File: src/core_cfg_pkg.sv
`default_nettype none

package core_cfg_pkg;

	////////////////////////////////////////////////////////////
	// machine sizes
	////////////////////////////////////////////////////////////
	parameter int XLEN     = 64;	// datapath width
	parameter int ARF_SIZE = 32;	// architectural registers
	parameter int PRF_SIZE = 48;	// physical registers, 16 spare for renaming

	////////////////////////////////////////////////////////////
	// index and data types
	////////////////////////////////////////////////////////////
	typedef logic [$clog2(ARF_SIZE)-1:0] arn_t;	// architectural index
	typedef logic [$clog2(PRF_SIZE)-1:0] prn_t;	// physical tag
	typedef logic [XLEN-1:0]             word_t;	// one data word

	// r31 reads as zero and is never renamed
	parameter arn_t ZERO_REG = arn_t'(31);

endpackage

`default_nettype wire

File: src/uop_pkg.sv
`default_nettype none

package uop_pkg;
	import core_cfg_pkg::*;

	////////////////////////////////////////////////////////////
	// records on the core boundary
	////////////////////////////////////////////////////////////
	typedef struct packed {
		logic            valid;	// decoded instruction present
		logic [XLEN-1:0] pc;	// instruction address
		arn_t            arn_dest;	// ZERO_REG when nothing is written
		arn_t            arn_opa;	// first source
		arn_t            arn_opb;	// second source
	} dispatch_t;

	typedef struct packed {
		logic  valid;	// result on the bus this cycle
		prn_t  tag;	// physical destination of the result
		word_t value;	// result data
	} complete_t;

	typedef struct packed {
		logic            valid;	// one pulse per retired instruction
		logic [XLEN-1:0] pc;	// pc of the retiring instruction
		arn_t            arn_dest;	// architectural destination
		logic            wr_en;	// low for ZERO_REG
		word_t           value;	// architectural result
	} commit_t;

	// reorder buffer slot
	typedef struct packed {
		logic [XLEN-1:0] pc;	// carried to commit
		arn_t            arn_dest;	// carried to commit
		prn_t            prn_dest;	// tag the result lands in
		prn_t            prn_free;	// tag released when this retires
	} rob_entry_t;

endpackage

`default_nettype wire

File: src/phys_regfile.sv
`timescale 1ns/100ps
`default_nettype none

module phys_regfile (
	input  wire                        clock,	// system clock
	input  wire                        rst_n,	// sync reset, active low
	input  wire uop_pkg::complete_t    complete,	// completion bus
	input  wire                        alloc_valid,	// dispatch accepted
	input  wire core_cfg_pkg::prn_t    alloc_tag,	// tag handed to dispatch
	input  wire core_cfg_pkg::prn_t    head_tag,	// ROB head destination
	output logic                       head_ready,	// head result written
	output core_cfg_pkg::word_t        head_value	// head result
);
	import core_cfg_pkg::*;

	word_t               values [PRF_SIZE];	// physical register values
	logic [PRF_SIZE-1:0] ready;	// value valid per tag

	////////////////////////////////////////////////////////////
	// commit read port
	////////////////////////////////////////////////////////////
	assign head_ready = ready[head_tag];	// completion at edge N shows here from N+1
	assign head_value = values[head_tag];

	////////////////////////////////////////////////////////////
	// values
	////////////////////////////////////////////////////////////
	always_ff @(posedge clock) begin
		if (!rst_n) begin
			for (int i = 0; i < ARF_SIZE; i++) begin
				values[i] <= '0;	// arch state starts at zero
			end
		end else if (complete.valid) begin
			values[complete.tag] <= complete.value;	// cdb write
		end
	end

	////////////////////////////////////////////////////////////
	// ready bits
	////////////////////////////////////////////////////////////
	always_ff @(posedge clock) begin
		if (!rst_n) begin
			ready <= {{(PRF_SIZE - ARF_SIZE){1'b0}}, {ARF_SIZE{1'b1}}};	// mapped tags ready
		end else begin
			if (alloc_valid) begin
				ready[alloc_tag] <= 1'b0;	// new destination waits for its result
			end
			if (complete.valid) begin
				ready[complete.tag] <= 1'b1;	// result has landed
			end
		end
	end

	// completions only target tags that dispatch handed out and that are still waiting
	assert property (@(posedge clock) disable iff (!rst_n)
		complete.valid |-> !ready[complete.tag])
		else $error("phys_regfile completion on a ready tag");

endmodule

`default_nettype wire

File: config.mk
export PLATFORM = sky130hd
export DESIGN_NAME = phys_regfile
export DESIGN_NICKNAME = d
export VERILOG_FILES = /design/src/core_cfg_pkg.sv /design/src/uop_pkg.sv /design/src/phys_regfile.sv
export SDC_FILE = /design/constraint.sdc
export NUM_CORES = 2
export LEC_CHECK = 0
export BUFFER_PORTS_ARGS = -buffer_cell sky130_fd_sc_hd__clkbuf_2
export CAP_MARGIN = 5
export CORE_MARGIN = 2
export CORE_UTILIZATION = 50
export CTS_CLUSTER_DIAMETER = 150
export CTS_CLUSTER_SIZE = 12
export DETAILED_ROUTE_END_ITERATION = 8
export PLACE_DENSITY = 0.7
export SLEW_MARGIN = 20
export SYNTH_ARGS = -nofsm -noshare
export SYNTH_HDL_FRONTEND = slang
export SYNTH_SLANG_ARGS = --single-unit
File: constraint.sdc
create_clock -name clock -period 17.45 [get_ports clock]
set_input_delay 1.745 -clock clock [delete_from_list [all_inputs] [get_ports clock]]
set_output_delay 1.745 -clock clock [all_outputs]
set_load 0.005 [all_outputs]
==> results.sh <==
export IMPL_drtAntennaViolNets=0
export IMPL_p_leak_uw=0.06548
export IMPL_slew_violations=0
export IMPL_postCtsHoldBufs=0
export IMPL_die_area_um2=349000
export IMPL_row_count=215
export IMPL_ys_flop_type="edfxtp_1"
export IMPL_cts_htree_levels=5
export IMPL_antenna_found_initial=54
export IMPL_drt_wl_total_um=534700
export IMPL_grt_max_degree=229
export IMPL_rsz0062_at_grt="false"
export IMPL_final_period_utilization_pct=49.46
export IMPL_utilization_pct=54.84
export IMPL_cts_root_buf="clkbuf_16"
export IMPL_clock_sinks=4144
export IMPL_drive_above_1_share_pct=18.61
export IMPL_ys_ff_latch=4144
export IMPL_crit_fanout=115
export IMPL_cts_repair_resized=0
export IMPL_tightestPinTransition_ns=1.336
export IMPL_die_h_um=590.8
export IMPL_start_kind="primary input"
export IMPL_die_w_um=590.8
export IMPL_synth_most_common_cell="edfxtp_1"
export IMPL_worst_setup_path_end_kind="output port"
export IMPL_numPortBuffers=150
export IMPL_synthTopCellsByArea="edfxtp_1, mux4_2, and3_1"
export IMPL_top_level_ports=151
export IMPL_overflow=0
export IMPL_fin_crit_ns=8.630
export IMPL_power_density_nw_per_um2=107.2
export IMPL_ir_worst_vdd_mv=0.09980
export IMPL_yosysTopAreaCell="edfxtp_1"
export IMPL_wl_per_cell_um=37.51
export IMPL_grt_pass1_vias=98740
export IMPL_wl_met2_um=242500
export IMPL_critPathKind="in2out"
export IMPL_setup_violations_final=0
export IMPL_drv_cap=0
export IMPL_dpl_hpwl_um=276200
export IMPL_ys_types=46
export IMPL_wirelength_met1_um=185000
export IMPL_netlist_instances=9793
export IMPL_status="finished clean"
export IMPL_fp_coreArea_um2=342700
export IMPL_fillCellCount=25717
export IMPL_drt_initial_drc_count=17194
export IMPL_synth_edf_count=4096
export IMPL_grt_pass1_wl_um=744100
export IMPL_synth_common_cells="edfxtp_1, and3_1, mux4_2"
export IMPL_gp_congestion=0.8664
export IMPL_synth_top_cell_area_share_pct=71.45
export IMPL_final_setup_skew_ns=0
export IMPL_arrival_ns=6.88
export IMPL_worstSkewPairLatency_ns=0.93
export IMPL_syn_nets=9879
export IMPL_layout_nets=9687
export IMPL_cts_buffers=387
export IMPL_cts_path_max_buffers=4
export IMPL_async_flop_share_pct=0
export IMPL_grt_usage_pct=30.23
export IMPL_hold_violations=0
export IMPL_start_util_pct=50.23
export IMPL_drc=0
export IMPL_drt_pre_antenna_iters=8
export IMPL_yosysWarningCount=0
export IMPL_fin_tns_setup_ns=0
export IMPL_path_clk_slew_ns=0.06
export IMPL_max_slew_margin_rel_pct=10.10
export IMPL_highest_layer="met5"
export IMPL_crit_required_ns=15.70
export IMPL_areaGrowthSynthToFinish_pct=9.170
export IMPL_timing_fmax_mhz=115.9
export IMPL_seq_area_frac_synth_pct=72.00
export IMPL_dr_wl_met3_um=76130
export IMPL_syn_avg_cell_area_um2=17.58
export IMPL_whs_ns=0.4718
export IMPL_total_power_uw=20150
export IMPL_via_per_inst=7.045
export IMPL_hold_class="reg2reg"
export IMPL_vias=100432
export IMPL_synthesis_area_um2=172200
export IMPL_place_area_um2=177400
export IMPL_design_area_um2=187900
export IMPL_tritoncts="yes"
export IMPL_cts_setup_buffers=0
## path summary, 6_finish.rpt
path              cells after the start                   end  slack, ns            startpoint
hold reg to reg                       2  ready[30]$_SDFF_PN1_       0.47  ready[30]$_SDFF_PN1_
hold / removal                        2  ready[30]$_SDFF_PN1_       0.47  ready[30]$_SDFF_PN1_
setup / recovery                     10        head_value[50]       8.82           head_tag[1]
setup reg to reg                      2  ready[36]$_SDFF_PN0_      16.76  ready[36]$_SDFF_PN0_
## state kept, by name (all words and copies together), names as in the netlist
| name | count |
|---|---|
| values | 4096 |
| ready | 48 |
## cell usage in the layout, fill, tap and decap left out, types with 25 or more instances in the layout
cell / netlist / layout
edfxtp_1: 4096 / 4096
and3_1: 1410 / 1409
mux4_2: 843 / 843
and2_1: 641 / 640
clkbuf_16: 0 / 396
mux2i_1: 379 / 379
o22ai_1: 257 / 257
buf_4: 33 / 248
nand4_1: 159 / 159
o21ai_0: 168 / 157
nand2_1: 168 / 148
clkbuf_2: 2 / 113
a221oi_1: 113 / 111
a21oi_1: 71 / 71
a22oi_1: 71 / 71
nor4_1: 64 / 61
o22a_1: 60 / 60
nand3_1: 52 / 51
dfxtp_1: 48 / 48
nor2_4: 0 / 47
clkbuf_1: 740 / 39
diode_2: 0 / 36
o211ai_1: 27 / 27
buf_2: 155 / 25
## cell families after synthesis
kind of cell,after synthesis,share of synthesized area [%]
multiplexers,1233,13.30
flip-flops,4144,72.00
AND/OR/NAND/NOR,2621,9.171
AO/OA/AOI/OAI,793,3.068
buffers and inverters,1002,2.454
## cell type report
type,instances,area (um^2),area share (%)
flip-flops and latches,4144,124000,65.96
multi-input cells,4647,44740,23.81
clock buffers,435,10060,5.351
well taps,4557,5702,3.034
repair buffers,420,3172,1.688
clock inverters,15,216.5,0.1152
diodes,36,90.09,0.04793
inverters,1,6.256,0.003329
## critical path: stages
cell,delay [ns]
buf_8,0.22
buf_4,0.70
buf_4,0.72
buf_4,0.65
buf_12,0.56
mux4_2,0.35
o22ai_1,0.08
nor4_1,1.03
o22a_1,0.39
clkbuf_2,0.16
## layer usage
metal,track usage [%],up-vias
met4,15.45,10
met1,40.62,51828
li1,-,38809
met5,0,-
met2,45.87,8343
met3,7.921,1442
## where the power goes
part	leakage (uW)	switching [uW]	internal, uW
sequential	0.0383	75.5	11200
combinational	0.0222	934	432
clock	0.00503	3470	4020
total	0.0655	4480	15700
## metrics by stage
stage / worst slack, ns / cells
after global routing: 8.855 / 14240
after detailed placement: 8.953 / 13762
final: 8.820 / 14255
after CTS: 8.964 / 14212
after global placement: 8.852 / 13759
after floorplan: 9.898 / 9793
(Power assumes the default switching activity.)
