==> config.mk <==
export PLATFORM = sky130hd
export DESIGN_NAME = free_list
export DESIGN_NICKNAME = d
export VERILOG_FILES = /design/src/core_cfg_pkg.sv /design/src/free_list.sv
export SDC_FILE = /design/constraint.sdc
export NUM_CORES = 1
export LEC_CHECK = 0
export ABC_AREA = 1
export CAP_MARGIN = 5
export CORE_MARGIN = 10
export CORE_UTILIZATION = 50
export CTS_BUF_LIST = sky130_fd_sc_hd__clkbuf_8
export DETAILED_ROUTE_END_ITERATION = 10
export DONT_BUFFER_PORTS = 1
export PLACE_DENSITY_LB_ADDON = 0.25
export SYNTH_ARGS = -nofsm -noshare
export SYNTH_HDL_FRONTEND = slang
export SYNTH_SLANG_ARGS = --single-unit
==> constraint.sdc <==
create_clock -name clock -period 3.4 [get_ports clock]
set_input_delay 0.51 -clock clock [delete_from_list [all_inputs] [get_ports clock]]
set_output_delay 0.51 -clock clock [all_outputs]
set_load 0.01 [all_outputs]
==> src/core_cfg_pkg.sv <==
`default_nettype none

package core_cfg_pkg;

	////////////////////////////////////////////////////////////
	// machine sizes
	////////////////////////////////////////////////////////////
	parameter int XLEN     = 64;	// datapath width
	parameter int ARF_SIZE = 32;	// architectural registers
	parameter int PRF_SIZE = 48;	// physical registers, 16 spare for renaming

	////////////////////////////////////////////////////////////
	// index and data types
	////////////////////////////////////////////////////////////
	typedef logic [$clog2(ARF_SIZE)-1:0] arn_t;	// architectural index
	typedef logic [$clog2(PRF_SIZE)-1:0] prn_t;	// physical tag
	typedef logic [XLEN-1:0]             word_t;	// one data word

	// r31 reads as zero and is never renamed
	parameter arn_t ZERO_REG = arn_t'(31);

endpackage

`default_nettype wire

==> src/free_list.sv <==
`timescale 1ns/100ps
`default_nettype none

module free_list (
	input  wire                     clock,	// system clock
	input  wire                     rst_n,	// sync reset, active low
	input  wire                     fill_valid,	// seed push from init_ctrl
	input  wire core_cfg_pkg::prn_t fill_tag,	// seed tag
	input  wire                     pop,	// dispatch consumes head
	input  wire                     free_valid,	// commit returns a tag
	input  wire core_cfg_pkg::prn_t free_tag,	// returned tag
	output core_cfg_pkg::prn_t      head_tag,	// next tag to hand out
	output logic                    empty	// nothing left to allocate
);
	import core_cfg_pkg::*;

	localparam int CNT_W = $clog2(PRF_SIZE + 1);	// count up to PRF_SIZE

	prn_t             queue [PRF_SIZE];	// tag storage
	prn_t             head;	// oldest free tag
	prn_t             tail;	// next write slot
	logic [CNT_W-1:0] count;	// tags held
	logic             push;	// any write this cycle
	prn_t             push_tag;	// tag being written

	// depth is not a power of two so pointers wrap by compare
	function automatic prn_t ptr_inc(input prn_t ptr);
		return (ptr == prn_t'(PRF_SIZE - 1)) ? prn_t'(0) : ptr + 1'b1;
	endfunction

	assign push     = fill_valid || free_valid;	// seeding and commit never overlap
	assign push_tag = fill_valid ? fill_tag : free_tag;
	assign head_tag = queue[head];	// shown before pop
	assign empty    = (count == '0);

	////////////////////////////////////////////////////////////
	// storage and pointers
	////////////////////////////////////////////////////////////
	always_ff @(posedge clock) begin
		if (push) begin
			queue[tail] <= push_tag;
		end
	end

	always_ff @(posedge clock) begin
		if (!rst_n) begin
			head  <= '0;
			tail  <= '0;
			count <= '0;	// init_ctrl refills after reset
		end else begin
			if (push) begin
				tail <= ptr_inc(tail);
			end
			if (pop) begin
				head <= ptr_inc(head);
			end
			case ({push, pop})
				2'b10:   count <= count + 1'b1;
				2'b01:   count <= count - 1'b1;
				default: count <= count;	// idle or push with pop
			endcase
		end
	end

	// stall in the top level must keep dispatch off an empty list
	assert property (@(posedge clock) disable iff (!rst_n) pop |-> !empty)
		else $error("free_list popped while empty");

	// a tag comes back only after leaving, so the list cannot overfill
	assert property (@(posedge clock) disable iff (!rst_n)
		(push && !pop) |-> (count < CNT_W'(PRF_SIZE)))
		else $error("free_list overflow");

endmodule

`default_nettype wire

==> reports/metrics.cfg, run 1 <==
[sta]
relSlewSlack_pct = 23.3
setup_viol = 0
tightest_slew_ns = 1.15
hold_ws_ns = 0.0634
worst_slack_ns = 0.400
fmax_mhz = 333
slew_violations = 0
hold_violations = 0
fin_skew_ns = 0.0272
rsz0062_at_grt = no
period_minus_slack_ns = 3.00
fin_crit_sh_pct = 88.2
fin_setup_tns_ns = 0

[synth]
synth.net_count = 1179
synthSimpleGateAreaFrac_pct = 20.7
avgSynthCellArea_sq_um = 11.3
yosys-mux-area-fraction_pct = 0.518
netlist_instances = 1157
synth_xor_area_share_pct = 0.538
synth_top_family_by_area = simple AND/OR/NAND/NOR gates
synth-async-reset-ratio_pct = 0
synthAdderAreaFrac_pct = 0.480
synth-compound-area-share_pct = 4.01
ys_seq_area_share_pct = 70.0
yosys_warnings = 0
synth_edf_count = 288
syn_area_sq_um = 13000
synth_seq_cells = 312
yosysUniqueCellTypes = 32
synth_top_flop_cell = edfxtp_1

[floorplanning]
die_area_sq_um = 32900
ios = 24
fp.dieW_um = 181
core-area_sq_um = 25800
rows = 59
die-height_um = 181
initial_utilization_pct = 50.4

[clocking]
cts_tree = yes
cts.sinks = 312
cts_buffers = 48
clock_path_buffers = 3
cts_max_level = 2
clkLatencyLatePin_ns = 0.56
clock-root-buffer = clkbuf_8
hold_buffers = 0
cts_setup_buffers = 0
cts_resized = 0
clk_pin_slew_ns = 0.05

[power_and_ir_drop]
power_leakage_nw = 4.99
p_comb_share_pct = 8.5
internal-power_mw = 5.74
p_sw_share_pct = 24.7
seq_power_share_pct = 56.2
power_density_nw_per_um2 = 544
vdd_ir_drop_max_uv = 343
p_switching_mw = 1.88
power_frac_clock_pct = 35.2

[route]
drtIter0Drc = 758
avgViaCountPerCell = 5.53
via_count = 8428
wl_um = 30000
first_pass_iters = 5
drc_errors = 0
antenna_left = 0
wl_per_cell_um = 19.7

[critical_path]
required_ns = 2.89
ff2ff_path_depth = 4
critPathLaunchType = flip-flop
critical_path_class = reg2out
worst_setup_path_end_kind = output pin
critPathMaxFanout = 19
crit_arrival_ns = 2.49

[global_routing]
grt_max_degree = 145
overflow = 0
antenna_found_initial = 2
grt_pass1_vias = 8254
grt_pass1_wl_um = 47000
grtUsageTotal_pct = 18.0

[cells_and_area]
final_nets = 1176
final_area_sq_um = 14000
syn2layout_area_growth_pct = 7.59
most-common-layout-cells = 291 x nand2_1, 288 x edfxtp_1, 193 x nand3_1
n_fill_cell = 2217
n_antenna_cell = 0
drive_gt1_share_pct = 6.31
fin_util_pct = 54.3
final_common_cell = nand2_1

[flow_run]
drv_cap = 0

[place]
dp_hpwl_um = 17300
postPlaceCellArea_sq_um = 13200
io_buffer_count = 0
place_congestion = 0.910
post-place-ws_ns = 0.789

[worst_hold_path]
hold_class = in2reg
holdPathStages = 1

[outcome]
status = completed

## sequential cells by signal, summed over array words and instances (netlist names), named ones only
| name | flops |
|---|---|
| tail | 6 |
| queue | 288 |
| head | 6 |
| count | 6 |
## critical path, cell delays in order (launching register included)
cell	delay [ns]
dfxtp_1	0.33
clkinv_1	0.61
buf_12	0.41
o211ai_1	0.12
nand3_1	0.14
nand2_1	0.11
nand2_1	0.06
nand2_1	0.17
## final timing paths
path,slack (ns),from,to
max,0.40,flip-flop,head_tag[0]
min,0.06,pop,flip-flop
max reg2reg,1.28,tail[2],queue[29][1]
min reg2reg,0.52,head[4],head[4]
## area by class of cell
class                   instances  area, sq um  share of cell area [%]
clock inverters                36          146                    1.04
multi-input cells             755         3420                    24.4
repair buffers                 10          138                   0.982
inverters                      27          104                   0.741
well taps                     335          419                    2.99
clock buffers                  48          661                    4.71
flip-flops and latches        312         9130                    65.1
## synth_stat cells, drive strengths merged, types with 3 or more instances
cell    number  share of area [%]
edfxtp     288                 66
dfxtp       24                3.7
nand3      193                7.4
inv         25               0.74
clkbuf      15               0.43
mux2         6               0.52
a21oi       10               0.38
ha           5               0.48
xor2         5               0.34
o211ai      24                1.4
xnor2        3               0.20
nor2       148                4.3
nand2      292                8.4
o21ai       57                2.2
buf         48                2.5
## kinds of logic (layout without fill, tap and decap cells)
kind of cell	after synthesis	count (layout)
AOI/OAI and AO/OA	92	92
xor gates and xnor gates	8	8
adders and majority gates	5	5
buffers and inverters	90	121
DFF	312	312
muxes	6	6
and+or+nand+nor	644	644
## routing by layer
layer / track usage [%] / share of wire, % / up-vias
li1: - / - / 4048
met1: 24.8 / 44 / 4015
met2: 27.9 / 45 / 291
met3: 3.66 / 7.1 / 72
met4: 6.18 / 3.1 / 2
met5: 0 / 0.043 / -
## stage by stage
step / instances / total power, mW
5_1_grt: 1523 / 7.93
4_1_cts: 1523 / 7.67
3_5_place_dp: 1439 / 5.02
3_3_place_gp: 1439 / 5.01
2_1_floorplan: 1157 / 4.83
6_report: 1523 / 7.63
## power groups by stage
| stage | Clock (mW) | Combinational (mW) | Sequential, mW |
|---|---|---|---|
| floorplan | 0 | 0.476 | 4.36 |
| global placement | 0 | 0.644 | 4.37 |
| detailed placement | 0 | 0.652 | 4.37 |
| CTS | 2.73 | 0.654 | 4.29 |
| global route | 2.91 | 0.731 | 4.29 |
| finish | 2.69 | 0.650 | 4.29 |
Power figures use the tool's default switching activity.
==> run 2: changes to the inputs <==
Settings changed: CORE_UTILIZATION 50 to 30, SKIP_LAST_GASP from default to 1.
==> run 2 against run 1 <==
Die area increased by 58%; utilization down 21 points; sequential share of layout area decreased by 2.2 points.
==> reports/metrics.cfg, run 2 (synthesized netlist as in run 1, its figures left out) <==
[floorplanning]
core-area_sq_um = 43000
die_area_sq_um = 52200
ios = 24
rows = 76
fp.dieW_um = 228
initial_utilization_pct = 30.3
die-height_um = 228

[sta]
fmax_mhz = 315
period_minus_slack_ns = 3.18
hold_violations = 0
tightest_slew_ns = 1.13
setup_viol = 0
slew_violations = 0
fin_crit_sh_pct = 93.4
hold_ws_ns = 0.0393
rsz0062_at_grt = no
relSlewSlack_pct = 24.7
fin_setup_tns_ns = 0
fin_skew_ns = 0.0294

[route]
wl_per_cell_um = 18.9
wl_um = 33800
drtIter0Drc = 660
antenna_left = 0
avgViaCountPerCell = 4.70
first_pass_iters = 7
via_count = 8428
drc_errors = 0

[cells_and_area]
drive_gt1_share_pct = 8.12
final_area_sq_um = 14500
n_antenna_cell = 0
syn2layout_area_growth_pct = 11.3
largest_reg_flops = 288
regMostFlops = queue
most-common-layout-cells = 291 x nand2_1, 288 x edfxtp_1, 193 x nand3_1
final_common_cell = nand2_1
final_nets = 1189

[clocking]
clock-root-buffer = clkbuf_8
cts_resized = 0
cts.sinks = 312
clkLatencyLatePin_ns = 0.60
hold_buffers = 0
cts_buffers = 51
cts_tree = yes
clk_pin_slew_ns = 0.06
cts_setup_buffers = 0
clock_path_buffers = 3
cts_max_level = 2

[place]
place_congestion = 0.832
postPlaceCellArea_sq_um = 13600
io_buffer_count = 0
dp_hpwl_um = 20600

[critical_path]
r2r_slack_ns = 1.27
critPathCapture = head_tag[4]
required_ns = 2.89
ff2ff_path_depth = 4
reg2reg_to = queue[21][2]
critical_path_class = reg2out
critPathLaunchType = flip-flop
crit_arrival_ns = 2.67
critPathMaxFanout = 19
worst_setup_path_end_kind = output pin
r2r-start = tail[2]

[global_routing]
grt_pass1_vias = 8466
antenna_found_initial = 1
grt_util_met3_pct = 2.22
met2_usage_pct = 20.8
grt_pass1_wl_um = 52100
met1_usage_pct = 16.9
grt_max_degree = 109
grtUsageTotal_pct = 12.8
grt_busiest_layer = met2
overflow = 0

[worst_hold_path]
hold_class = in2reg

[power_and_ir_drop]
power_density_nw_per_um2 = 549
power_leakage_nw = 5.08
vdd_ir_drop_max_uv = 273

[outcome]
status = completed

[flow_run]
drv_cap = 0

## run 2: where the power goes
group / internal [mW] / switching (mW)
Combinational: 0.180 / 0.515
Sequential: 4.26 / 0.0260
Clock: 1.49 / 1.50
## run 2: worst min path at each step
stage	start	end	cells past startpoint
after floorplan	count[0]	count[0]	1
after global placement	count[0]	count[0]	1
after detailed placement	head[0]	flip-flop	2
after CTS	pop	flip-flop	1
after global routing	pop	head[1]	1
final	pop	head[1]	1
## run 2: final cells by class
| class | instances | area [sq um] |
|---|---|---|
| Fill cell | 4432 | 28500 |
| Sequential cell | 312 | 9130 |
| Multi-Input combinational cell | 755 | 3420 |
| Clock buffer | 55 | 757 |
| Tap cell | 585 | 732 |
| Timing Repair Buffer | 20 | 200 |
| Clock inverter | 38 | 161 |
| Inverter | 27 | 104 |
## run 2: per-layer routing
metal  wire, um  vias up  share of wire (%)
met5          0        -                  0
met3       1530       61                4.5
met2      15800      180                 47
li1           -     4082                  -
met1      15600     4105                 46
met4        857        0                2.5
## run 2: critical path, cell delays in order (launching register included)
cell and delay, ns:
dfxtp_1 0.33, clkinv_1 0.65, buf_12 0.43, nand3_1 0.10
nand2_1 0.09, nand2_1 0.06, nand3_1 0.07, nand3_1 0.15
nand2_1 0.16
## run 2: metrics by stage
stage	total power, mW	std cells	util (%)	worst slack [ns]
3_3_place_gp	5.07	1699	31.6	0.782
3_5_place_dp	5.07	1699	31.6	0.785
5_1_grt	8.30	1792	33.8	0.0610
6_report	7.97	1792	33.8	0.225
4_1_cts	8.06	1792	33.8	0.196
2_1_floorplan	4.83	1157	-	0.891
==> run 3: changes to the inputs <==
Settings changed: REMOVE_ABC_BUFFERS from default to 1.
==> run 3 against run 2 <==
Register-to-register slack worse by 0.07 ns; first-iteration DRC count increased by 13%; via count up 0.58%; setup slack improved by 0.029 ns; die area stayed put; flip-flop and latch count unchanged; global-route usage is 0.29 points lower; sequential share of layout area shrank 1.1 points; highest routed layer unchanged; routed wire length down 1.6%.
==> reports/metrics.cfg, run 3 (synthesized netlist as in run 1, its figures left out) <==
[route]
antenna_left = 0
wl_per_cell_um = 18.5
first_pass_iters = 6
drc_errors = 0
drtIter0Drc = 744
via_count = 8477
wl_um = 33300
avgViaCountPerCell = 4.71

[power_and_ir_drop]
internal-power_mw = 6.59
power_density_nw_per_um2 = 589
p_sw_share_pct = 24.2
p_comb_share_pct = 7.9
fin_total_pwr_mw = 8.70
power_leakage_nw = 5.19
power_frac_clock_pct = 42.8
seq_power_share_pct = 49.3
vdd_ir_drop_max_uv = 374
p_switching_mw = 2.11

[sta]
hold_violations = 0
fin_skew_ns = 0.0135
fmax_mhz = 318
relSlewSlack_pct = 25.1
slew_violations = 0
fin_setup_tns_ns = 0
rsz0062_at_grt = no
fin_crit_sh_pct = 92.5
hold_ws_ns = 0.0479
setup_viol = 0
period_minus_slack_ns = 3.15
tightest_slew_ns = 1.12
worst_slack_ns = 0.253

[floorplanning]
die_area_sq_um = 52200
fp.dieW_um = 228
die-height_um = 228
ios = 24
initial_utilization_pct = 30.3
core-area_sq_um = 43000
rows = 76

[clocking]
cts_tree = yes
cts_setup_buffers = 0
cts_max_level = 2
clk_pin_slew_ns = 0.06
clkLatencyLatePin_ns = 0.59
clock_path_buffers = 3
clock-root-buffer = clkbuf_8
cts.sinks = 312
cts_buffers = 53

[critical_path]
r2r-start = tail[2]
critPathLaunchType = flip-flop
r2r_slack_ns = 1.20
crit_arrival_ns = 2.64
required_ns = 2.89
critPathMaxFanout = 29
ff2ff_path_depth = 4
worst_setup_path_end_kind = output pin
critPathCapture = head_tag[1]
critical_path_class = reg2out
reg2reg_to = queue[37][3]

[place]
post-place-ws_ns = 0.791
place_congestion = 0.794
post-place-cells = 1698
dp_hpwl_um = 19300
io_buffer_count = 0

[global_routing]
grt_pass1_vias = 8396
grt_max_degree = 145
overflow = 0
grt_pass1_wl_um = 51200
antenna_found_initial = 0
grtUsageTotal_pct = 12.5

[cells_and_area]
largest_reg_flops = 288
drive_gt1_share_pct = 9.39
final_nets = 1191
final_common_cell = nand2_1
regMostFlops = queue
most-common-layout-cells = 291 x nand2_1, 288 x edfxtp_1, 193 x nand3_1
syn2layout_area_growth_pct = 13.4
n_antenna_cell = 0
n_fill_cell = 4375
layoutNonFillerInstCount = 1799

[outcome]
status = completed

[worst_hold_path]
hold_class = in2reg

[flow_run]
drv_cap = 0

run 3: cell count changes in the layout (fill, tap and decap cells not counted), sizes merged:
cell,previous run,this run
buf,20,19
bufinv,0,6
clkinvlp,1,5
clkinv,24,15
clkbuf,55,63
dlygate4sd3,0,1
inv,40,38
run 3: critical path, stage by stage (launching register included):
cell and delay, ns:
dfxtp_2 0.35, inv_2 0.35, buf_4 0.42, nand3_1 0.13, nand3_1 0.09, nand2_1 0.08
nand2_1 0.07, nand3_1 0.14, nand3_1 0.24, nand2_1 0.18
run 3: layout make-up:
cell class	instances	area [sq um]	share of cell area, %
Timing Repair Buffer	20	190	1.29
Clock buffer	63	867	5.87
Sequential cell	312	9130	61.8
Clock inverter	37	325	2.20
Inverter	27	104	0.703
Multi-Input combinational cell	755	3420	23.2
Tap cell	585	732	4.95
run 3: through the flow:
stage	util [%]	instance area, sq um
6_report	34.4	14800
5_1_grt	34.4	14800
4_1_cts	34.4	14800
3_5_place_dp	31.6	13600
3_3_place_gp	31.6	13600
2_1_floorplan	-	12700
run 3: worst min path at each step:
stage	startpoint	to	depth (start not counted)
6_report	rst_n	tail[2]	2
2_1_floorplan	count[0]	count[0]	1
5_1_grt	rst_n	tail[2]	2
4_1_cts	rst_n	tail[2]	2
3_5_place_dp	head[4]	flip-flop	2
3_3_place_gp	count[0]	count[0]	1
run 3: power groups by stage:
stage,Clock [mW],Sequential (mW),Combinational [mW]
5_1_grt,3.98,4.29,0.768
2_1_floorplan,0,4.40,0.392
3_3_place_gp,0,4.37,0.690
3_5_place_dp,0,4.37,0.692
4_1_cts,3.82,4.29,0.694
6_report,3.72,4.29,0.685
run 3: routing by layer:
layer / global-route usage [%] / part of all wire, % / vias to the layer above
li1: - / - / 4082
met1: 17.6 / 47 / 4130
met2: 19.2 / 45 / 219
met3: 2.42 / 5.7 / 46
met4: 3.21 / 1.6 / 0
met5: 0 / 0 / -
run 3: timing repair:
action / 4_1_cts / 5_1_grt
endpoints found under the hold margin: 1 / 0
hold buffers: 1 / 0
gates resized for setup: 0 / 0
