`src/core_cfg_pkg.sv`:
```
`default_nettype none

package core_cfg_pkg;

	////////////////////////////////////////////////////////////
	// machine sizes
	////////////////////////////////////////////////////////////
	parameter int XLEN     = 64;	// datapath width
	parameter int ARF_SIZE = 32;	// architectural registers
	parameter int PRF_SIZE = 48;	// physical registers, 16 spare for renaming

	////////////////////////////////////////////////////////////
	// index and data types
	////////////////////////////////////////////////////////////
	typedef logic [$clog2(ARF_SIZE)-1:0] arn_t;	// architectural index
	typedef logic [$clog2(PRF_SIZE)-1:0] prn_t;	// physical tag
	typedef logic [XLEN-1:0]             word_t;	// one data word

	// r31 reads as zero and is never renamed
	parameter arn_t ZERO_REG = arn_t'(31);

endpackage

`default_nettype wire

```
`src/init_ctrl.sv`:
```
`timescale 1ns/100ps
`default_nettype none

module init_ctrl (
	input  wire                clock,	// system clock
	input  wire                rst_n,	// sync reset, active low
	output logic               busy,	// holds dispatch off while seeding
	output logic               fill_valid,	// push strobe into free list
	output core_cfg_pkg::prn_t fill_tag	// tag pushed this cycle
);
	import core_cfg_pkg::*;

	typedef enum logic {
		FILL = 1'b0,	// seeding spare tags
		RUN  = 1'b1	// normal operation
	} state_t;

	state_t state;	// current state
	state_t state_next;	// next state
	prn_t   fill_cnt;	// next spare tag starting past the arch set
	logic   fill_last;	// final spare tag going out

	assign fill_last  = (fill_cnt == prn_t'(PRF_SIZE - 1));	// terminal compare
	assign busy       = (state == FILL);
	assign fill_valid = (state == FILL);	// one tag per cycle while filling
	assign fill_tag   = fill_cnt;

	////////////////////////////////////////////////////////////
	// two state machine
	////////////////////////////////////////////////////////////
	always_comb begin
		state_next = state;	// hold by default
		case (state)
			FILL: begin
				if (fill_last) begin
					state_next = RUN;	// last spare tag pushed
				end
			end
			default: state_next = RUN;	// RUN is terminal
		endcase
	end

	always_ff @(posedge clock) begin
		if (!rst_n) begin
			state    <= FILL;
			fill_cnt <= prn_t'(ARF_SIZE);	// tags below are mapped at reset
		end else begin
			state <= state_next;
			if (fill_valid) begin
				fill_cnt <= fill_cnt + 1'b1;	// walk up to PRF_SIZE-1
			end
		end
	end

	// seeding pushes only the spare tags and stops on the last one
	assert property (@(posedge clock) disable iff (!rst_n)
		fill_valid |-> (fill_cnt >= prn_t'(ARF_SIZE)) && (fill_cnt < prn_t'(PRF_SIZE)))
		else $error("init_ctrl fill tag outside the spare range");

endmodule

`default_nettype wire

```
`config.mk`:
```
export PLATFORM = sky130hd
export DESIGN_NAME = init_ctrl
export DESIGN_NICKNAME = d
export VERILOG_FILES = /design/src/core_cfg_pkg.sv /design/src/init_ctrl.sv
export SDC_FILE = /design/constraint.sdc
export NUM_CORES = 1
export LEC_CHECK = 0
export ABC_CLOCK_PERIOD_IN_PS = 1300
export BUFFER_PORTS_ARGS = -buffer_cell sky130_fd_sc_hd__buf_2
export CAP_MARGIN = 20
export CORE_UTILIZATION = 25
export DETAILED_ROUTE_END_ITERATION = 10
export GPL_TIMING_DRIVEN = 1
export PLACE_DENSITY = 0.43
export SKIP_CTS_REPAIR_TIMING = 1
export SYNTH_ARGS = -nofsm -noshare
export SYNTH_HDL_FRONTEND = slang
export SYNTH_SLANG_ARGS = --single-unit
```
`constraint.sdc`:
```
create_clock -name clock -period 1.3 [get_ports clock]
set_clock_uncertainty 0.05 [all_clocks]
set_input_delay 0.065 -clock clock [delete_from_list [all_inputs] [get_ports clock]]
set_output_delay 0.065 -clock clock [all_outputs]
set_load 0.02 [all_outputs]
```
==> results, run 1 <==
- The flow ran to the end, and the final reports show no timing, DRC or antenna violations.
- The path with the worst hold slack has its endpoint at fill_tag[5].
- The analysis attributes to cell leakage a power of between 0.15 and 0.2 nW.
- Traced cell by cell, the critical path runs through ha_1 -> nand4b_1 -> xnor2_1 -> and2_1.
- The post-synthesis instance area is 337 um2.
- The largest net degree at the start of global routing is 8.
- The average detailed-routed wire length per instance is 9.82 um.
- The clock root buffer master is sky130_fd_sc_hd__clkbuf_4.
- The number of global-route vias before repair is 223.
- When the netlist entered floorplanning its net count stood at 35.
- After the first detailed-routing iteration, the DRC count stood at 1.
- Clock-pin slew was measured on the worst setup and hold paths at 0.06 ns.
- In the final layout, flip-flops and latches occupy 143 um2.
- Before antenna repair, the detailed router went through 2 iterations.
- After floorplanning, the core was divided into 12 placement rows.
- Setup violations remaining at the end of the flow were counted as 0.
- Dividing the detail-routed via count by the number of cells gives around 4.4.
- The overall die area is about 0.0015 mm2.
- The number of buffers and inverters on the critical path is 0.
- In the finished design, the share of the clock period the worst path needs comes to 0.888.
- The horizontal die dimension is 38.7 um.
- The area growth from synthesis to layout is 21.6%.
- The final antenna diode count is 0.
- The maximum vdd drop is 0.000329 V.
- The filler cells instantiated in the layout total ~120.
- The synthesized netlist cell count is 32.
- The final route contains between 200 and 300 vias.
- Of the synthesized area, sequential elements account for 0.416.
- The minimum setup slack in the final design is about 0.15 ns.
- Timing would allow up to 866 MHz.
- The final sum of negative setup slack is 0 ns.
- The TritonCTS clock tree is yes.
- After synthesis, the mean cell area works out to 10.5 um2.
- The endpoint of the lowest-slack register-to-register path is fill_tag[4].
- By area the synthesized netlist is led by sky130_fd_sc_hd__dfxtp_1 (42%), sky130_fd_sc_hd__xnor2_1 (10%), sky130_fd_sc_hd__and2_1 (7.4%), sky130_fd_sc_hd__nand4b_4 (7.1%), sky130_fd_sc_hd__ha_1 (3.7%).
- The number of buffers inserted by port buffering is 9.
- Signal routing reaches up to met3.
- The number of hold violations in the final report came to 0.
- Wire segments on met2 add up to 262 um in the final route.
- In this run the number of H-tree levels came out at 1.
- Counting every sink on the clock net gives 7.
- In this design, the stage delay of the slowest critical-path cell is 0.38 ns.
- The area share of the largest cell type after synthesis is 0.416.
- The worst hold path passes through 2 cells.
- In this run the worst path has a maximum fanout of 4.
- The register bit count reported by yosys is 7.
- OpenSTA, run right after detailed placement, puts the worst setup slack at 0.149 ns.
- The startpoint identified for the worst register-to-register timing path is fill_tag[0].
- The routability congestion estimate is 0.684.
- The startpoint of the most critical hold path is rst_n.
- The aggregate global-route resource usage is 0.0982.
- Yosys printed 0 warnings.
- The clock latency at the later pin of the worst-skew pair is 0.25 ns.
- The synthesized netlist contains 18 unique library cells.
- The global-route wire length before repair is 924 um.
- The area of placed instances is 383 um2.
- The launching element type of the critical path is a flip-flop.
- The final max-slew violation count is 0.
- Across the run, the number of max-cap violations was 0.
- The worst setup path is of the reg -> reg kind.
- In this run the register-to-register setup slack is 0.15 ns.
- The post-route cell area is between 400 and 500 um2.
- The routed wire length is 560 um.
- The data arrival time at the worst-slack endpoint is between 1 and 1.5 ns.
- The core footprint is about 0.0012 mm2.
- The fraction of final layout cells with drive strength greater than 1 is 0.372.
- The worst min-delay path class is in -> reg.
- Setup repair after global routing left no endpoint under its margin.
- The detailed router put a total of about 270 um of wire on met1.
- In this run the count of I/O pins placed on the die edge is 10.
- The cell area power density is 1170 mW/mm2.
- In the final design database the tool counted 47 nets.
- The floorplan step set the die height to 38.7 um.
- The met3 wire length is 24 um.
- The total DRC errors in the routed layout is 0.
- The initial antenna violation count is 0.
- The type of destination of the critical path is a flip-flop.
- The total CTS buffers is 3.
- The minimum period implied by the final worst setup slack is 1.15 ns.
- The maximum count of clock buffers along a single path is 2.
- The length in cells of the worst reg-to-reg path is 4.
- The initial standard-cell utilization of the core is 0.287.
- The worst endpoint required time is around 1.4 ns.
- The worst pin sits at a relative slew slack of 0.834.
- sky130_fd_sc_hd__dfxtp_1 takes more of the synthesized area than any other cell.
- The post-route antenna net violation count is 0.
- The design draws 0.478 mW.
- The cell at the slowest stage of the critical path is sky130_fd_sc_hd__dfxtp_2.
- Among cell families on the critical path, the largest total delay comes from flip-flops.
- The overall overflow remaining after global route is 0.
- Summing all multi-input logic gate instances after layout gives 174 um2.
- For the pin with the worst max-slew slack, the measured transition is 0.248 ns.
## Yosys cell counts
| master | number |
|---|---|
| sky130_fd_sc_hd__dfxtp_1 | 7 |
| sky130_fd_sc_hd__nor2b_1 | 1 |
| sky130_fd_sc_hd__nor3_2 | 1 |
| sky130_fd_sc_hd__buf_6 | 1 |
| sky130_fd_sc_hd__nand4b_1 | 1 |
| sky130_fd_sc_hd__o21a_1 | 1 |
| sky130_fd_sc_hd__xnor2_1 | 4 |
| sky130_fd_sc_hd__ha_1 | 1 |
| sky130_fd_sc_hd__buf_4 | 1 |
| sky130_fd_sc_hd__nand3b_1 | 1 |
| sky130_fd_sc_hd__nand2_1 | 3 |
| sky130_fd_sc_hd__nand2b_1 | 1 |
| sky130_fd_sc_hd__inv_1 | 1 |
| sky130_fd_sc_hd__o21ai_1 | 1 |
| sky130_fd_sc_hd__nand4b_4 | 1 |
| sky130_fd_sc_hd__mux2i_1 | 1 |
| sky130_fd_sc_hd__and2_1 | 4 |
| sky130_fd_sc_hd__nor3_1 | 1 |
## cells by family (layout without fill, tap and decap cells)
logic type      count (synthesis)  after routing  synth area share
simple gates                   14             14             0.309
flops                           7              7             0.416
xor+xnor                        4              4             0.104
buf+inv                         3             14            0.0669
compound gates                  2              2            0.0372
fa+ha+maj                       1              1            0.0372
mux                             1              1            0.0297
## how the worst max path moves through the flow
stage / start / endpoint / slack, ns / depth (start not counted)
finish: fill_tag[0] / fill_tag[4] / 0.15 / 4
global route: fill_tag[0] / fill_tag[4] / 0.05 / 4
CTS: fill_tag[0] / fill_tag[4] / 0.13 / 4
detailed placement: fill_tag[0] / fill_tag[4] / 0.15 / 4
global placement: fill_tag[0] / fill_tag[4] / 0.17 / 4
floorplan: fill_tag[0] / fill_tag[4] / 0.11 / 4
## layout by cell type, fill, tap and decap left out
cell,instances
sky130_fd_sc_hd__buf_2,9
sky130_fd_sc_hd__nand2b_1,1
sky130_fd_sc_hd__nand4b_4,1
sky130_fd_sc_hd__clkbuf_1,1
sky130_fd_sc_hd__ha_1,1
sky130_fd_sc_hd__nand3b_1,1
sky130_fd_sc_hd__nor3_1,1
sky130_fd_sc_hd__nand4b_1,1
sky130_fd_sc_hd__inv_1,1
sky130_fd_sc_hd__o21ai_1,1
sky130_fd_sc_hd__dfxtp_1,5
sky130_fd_sc_hd__o21a_1,1
sky130_fd_sc_hd__xnor2_1,4
sky130_fd_sc_hd__nor3_2,1
sky130_fd_sc_hd__nor2b_1,1
sky130_fd_sc_hd__and2_1,4
sky130_fd_sc_hd__dfxtp_2,2
sky130_fd_sc_hd__mux2i_1,1
sky130_fd_sc_hd__nand2_1,3
sky130_fd_sc_hd__clkbuf_4,3
## layer usage
layer / vias to the layer above / GRT usage
met5: - / 0
met4: 0 / 0.0776
met3: 0 / 0.0520
met2: 5 / 0.133
met1: 118 / 0.112
li1: 128 / -
## where the power goes
group	leakage (nW)	switching (mW)	total (mW)	internal (mW)
Combinational	0.105	0.0223	0.0408	0.0185
Sequential	0.0576	0.0126	0.237	0.224
Clock	0.0150	0.0835	0.201	0.117
## final cells by class
cell class              instances  area share
multi-input cells              22       0.425
clock buffers                   4      0.0642
well taps                      14      0.0428
repair buffers                  9       0.110
inverters                       1     0.00917
flip-flops and latches          7       0.349
## flip-flops by register name (all words and copies together), names as in the netlist
signal,cells
fill_tag,6
state,1
## per-stage QoR
stage / hold WS [ns] / util / std cells
floorplan: 0.101 / - / 32
global placement: 0.268 / 0.327 / 53
detailed placement: 0.279 / 0.327 / 53
CTS: 0.0204 / 0.349 / 57
global route: 0.0160 / 0.349 / 57
finish: 0.0197 / 0.349 / 57
No activity file was read; power rests on OpenSTA's default activity.
==> run 2, diff against run 1 <==
CORE_AREA = 2 2 39 41   (was not set)
CORE_UTILIZATION = not set   (was 25)
DIE_AREA = 0 0 41 43   (was not set)
==> run 2 against run 1 <==
Critical path depth is the same; highest routed layer unchanged; largest power group unchanged; largest cell class unchanged; utilization shrank 5.2 points; wire length grew 3.0%; maximum frequency shrank 1.7%; die area grew 18%.
==> results, run 2 (same netlist as run 1, synthesis figures left out) <==
- The core footprint is 0.00138 mm2 (+18%).
- The met1 track demand over resource in global routing came to 0.101 (-0.0109).
- The type of destination of the critical path is a flip-flop.
- The cell at the slowest stage of the critical path is sky130_fd_sc_hd__dfxtp_2.
- The minimum setup slack in the final design was 0.125 ns (-0.0199 ns).
- The number of global-route vias before repair is 224 (+0.45%).
- The switching share of power is 0.239 (-0.00861).
- The global-route wire length before repair is 924 um (unchanged).
- The design internal power is 0.360 mW (about the same).
- The final sum of negative setup slack is 0 ns (unchanged).
- The number of flip-flops under the largest register name is 6 (unchanged).
- The minimum period implied by the final worst setup slack is 1.17 ns (+0.0199 ns).
- The fraction of final layout cells with drive strength greater than 1 is 0.372 (unchanged).
- The routed via count was 245 (-2.4%).
- The worst reg2reg path startpoint is fill_tag[0].
- The final cycle utilization of the critical path is 0.904 (+0.0153).
- The post-route antenna net violation count was 0 (unchanged).
- In this run the most critical hold path is launched from rst_n.
- The path with the worst hold slack has its endpoint at fill_tag[5].
- The global-route met3 utilization came to 0.0942 (+0.0422).
- The run finished with clean final reports.
- The worst setup slack before clock tree synthesis is 0.132 ns (-0.0165 ns).
- The data arrival time at the worst-slack endpoint came to 1.27 ns (+0.02 ns).
- The final max-slew violation count is 0 (unchanged).
- The logic gate share of total power is 0.090 (+0.005).
- The average detailed-routed wire length per instance was 9.78 um (-0.46%).
- The critical path buffer and inverter count came to 0 (unchanged).
- The area of placed instances was 385 um2 (+0.65%).
- TritonCTS built the clock tree.
- Tracing the worst setup path back leads to its startpoint at fill_tag[0].
- The routed wire length is 577 um (+3.0%).
- The largest net degree at the start of global routing was 8 (unchanged).
- The peak per-stage delay on the critical path is 0.39 ns (about the same).
- The register share of total power was 0.502 (+0.007).
- The setup path with the least slack is of type reg -> reg.
- The net total in the final layout came to 47 (unchanged).
- The maximum vdd drop came to 0.000372 V (+13%).
- The category of cells accounting for the largest share of critical-path delay is flip-flops.
- The portion of total power attributed to the clock network is 0.408 (-0.012).
- The area growth from synthesis to layout is 22.3%.
- The post-route cell area is 412 um2 (+0.61%).
- The worst endpoint required time is 1.39 ns (about the same).
- The met2 track utilization from global routing was 0.103 (-0.0302).
- The switching power total is 0.113 mW (-4.5%).
- The horizontal die dimension came to 41 um (+6.0%).
- The overall die area was 0.00176 mm2 (+18%).
- The number of hold violations in the final report is 0 (unchanged).
- The CTS clock-pin slew for the worst setup and hold paths is 0.05 ns (about the same).
- The aggregate global-route resource usage came to 0.0887 (-0.00949).
- The final antenna diode count is 0 (unchanged).
- The remaining max-slew budget at the tightest pin is 0.843 (+0.00828).
- The clock latency at the later pin of the worst-skew pair was 0.25 ns (about the same).
- The row count was 14 (+2).
- Walking the worst path, the cells encountered are ha_1 -> nand4b_1 -> xnor2_1 -> and2_1.
- The cell area power density came to 1150 mW/mm2 (-1.7%).
- The number of max-capacitance violations reported is 0 (unchanged).
- The initial standard-cell utilization of the core is 0.243 (-0.0442).
- The core utilization of the finished layout is 0.297 (-0.0519).
- The most heavily used metal layer in global routing is met2.
- The H-tree depth is 1 (unchanged).
- In this run the critical register-to-register path is captured at fill_tag[4].
- The number of setup violations in the final report is 0 (unchanged).
- The routability congestion estimate is 0.646 (-5.5%).
- The cell depth of the worst min-delay path is 2 (unchanged).
- The worst setup path is launched from a flip-flop.
- The maximum count of clock buffers along a single path is 2 (unchanged).
- The total CTS buffers is 3 (unchanged).
- The clock root buffer master is sky130_fd_sc_hd__clkbuf_4.
- The total leakage power was 0.177 nW (unchanged).
- The number of ports placed on the die boundary is 10 (unchanged).
- The count of TritonRoute iterations in the first routing pass is 1 (-1).
- The total DRC errors in the routed layout is 0 (unchanged).
- Leaving out fill and tap cells, the most frequent cells in the layout are sky130_fd_sc_hd__buf_2 (9), sky130_fd_sc_hd__dfxtp_1 (5), sky130_fd_sc_hd__xnor2_1 (4), sky130_fd_sc_hd__and2_1 (4).
- The library cell used most frequently in the layout, excluding fill and tap cells, is sky130_fd_sc_hd__buf_2.
- The overall overflow remaining after global route is 0 (unchanged).
- The length in cells of the worst reg-to-reg path is 4 (unchanged).
- The clock sink total is 7 (unchanged).
- The min-delay analysis places its worst path in the category in -> reg.
- The average via count per standard cell came to 4.15 (-5.7%).
- The flop-to-flop setup slack was 0.13 ns (-0.02 ns).
- The vertical die dimension came to 43 um (+11%).
- The number of DRC markers in iteration 0 is 0 (-1).
- The slew at the pin closest to its max-slew limit is 0.236 ns (-0.0124 ns).
- Setup repair after global routing left no endpoint under its margin.
- The peak fanout along the critical path came to 4 (unchanged).
- The initial antenna violation count is 0 (unchanged).
- The highest attainable clock frequency is 851 MHz (-1.7%).
- The number of buffers inserted by port buffering is 9 (unchanged).
[run 2: cell counts in the layout (fill, tap and decap cells not counted)]
Identical to the previous run, type by type.
[run 2: through the flow]
stage	hold slack, ns	instances	power, mW
2_1_floorplan	0.101	32	0.267
6_report	0.0127	59	0.473
3_3_place_gp	0.266	55	0.282
3_5_place_dp	0.274	55	0.285
4_1_cts	0.00350	59	0.488
5_1_grt	0.000509	59	0.508
[run 2: worst max path at each step]
stage                       end  slack [ns]  depth (start not counted)
detailed placement  fill_tag[4]        0.13                          4
global route        fill_tag[4]        0.06                          4
CTS                 fill_tag[4]        0.12                          4
finish              fill_tag[4]        0.13                          4
floorplan           fill_tag[4]        0.11                          4
global placement    fill_tag[4]        0.16                          4
[run 2: worst register-to-register path, cell delays in order (launching register included)]
cell and delay, ns:
sky130_fd_sc_hd__dfxtp_2 0.39, sky130_fd_sc_hd__ha_1 0.22, sky130_fd_sc_hd__nand4b_1 0.13, sky130_fd_sc_hd__xnor2_1 0.14
sky130_fd_sc_hd__and2_1 0.14
[run 2: layer usage]
metal,wire length [um],share of wire,vias up
met1,243,0.42,106
li1,-,-,127
met5,0,0,-
met3,68,0.12,0
met4,0,0,0
met2,264,0.46,12
[run 2: power groups by stage]
stage	registers [mW]	clock network (mW)	logic, mW
after floorplan	0.250	0	0.0175
after detailed placement	0.242	0	0.0435
after global placement	0.241	0	0.0411
after CTS	0.238	0.207	0.0435
final	0.237	0.193	0.0425
after global routing	0.238	0.222	0.0471
[run 2: final cells by class]
type | count | area (um2)
fill | 161 | 972
tap | 16 | 20.0
clock buffer | 4 | 26.3
multi-input combinational | 22 | 174
timing repair buffer | 9 | 45.0
sequential | 7 | 143
inverter | 1 | 3.75
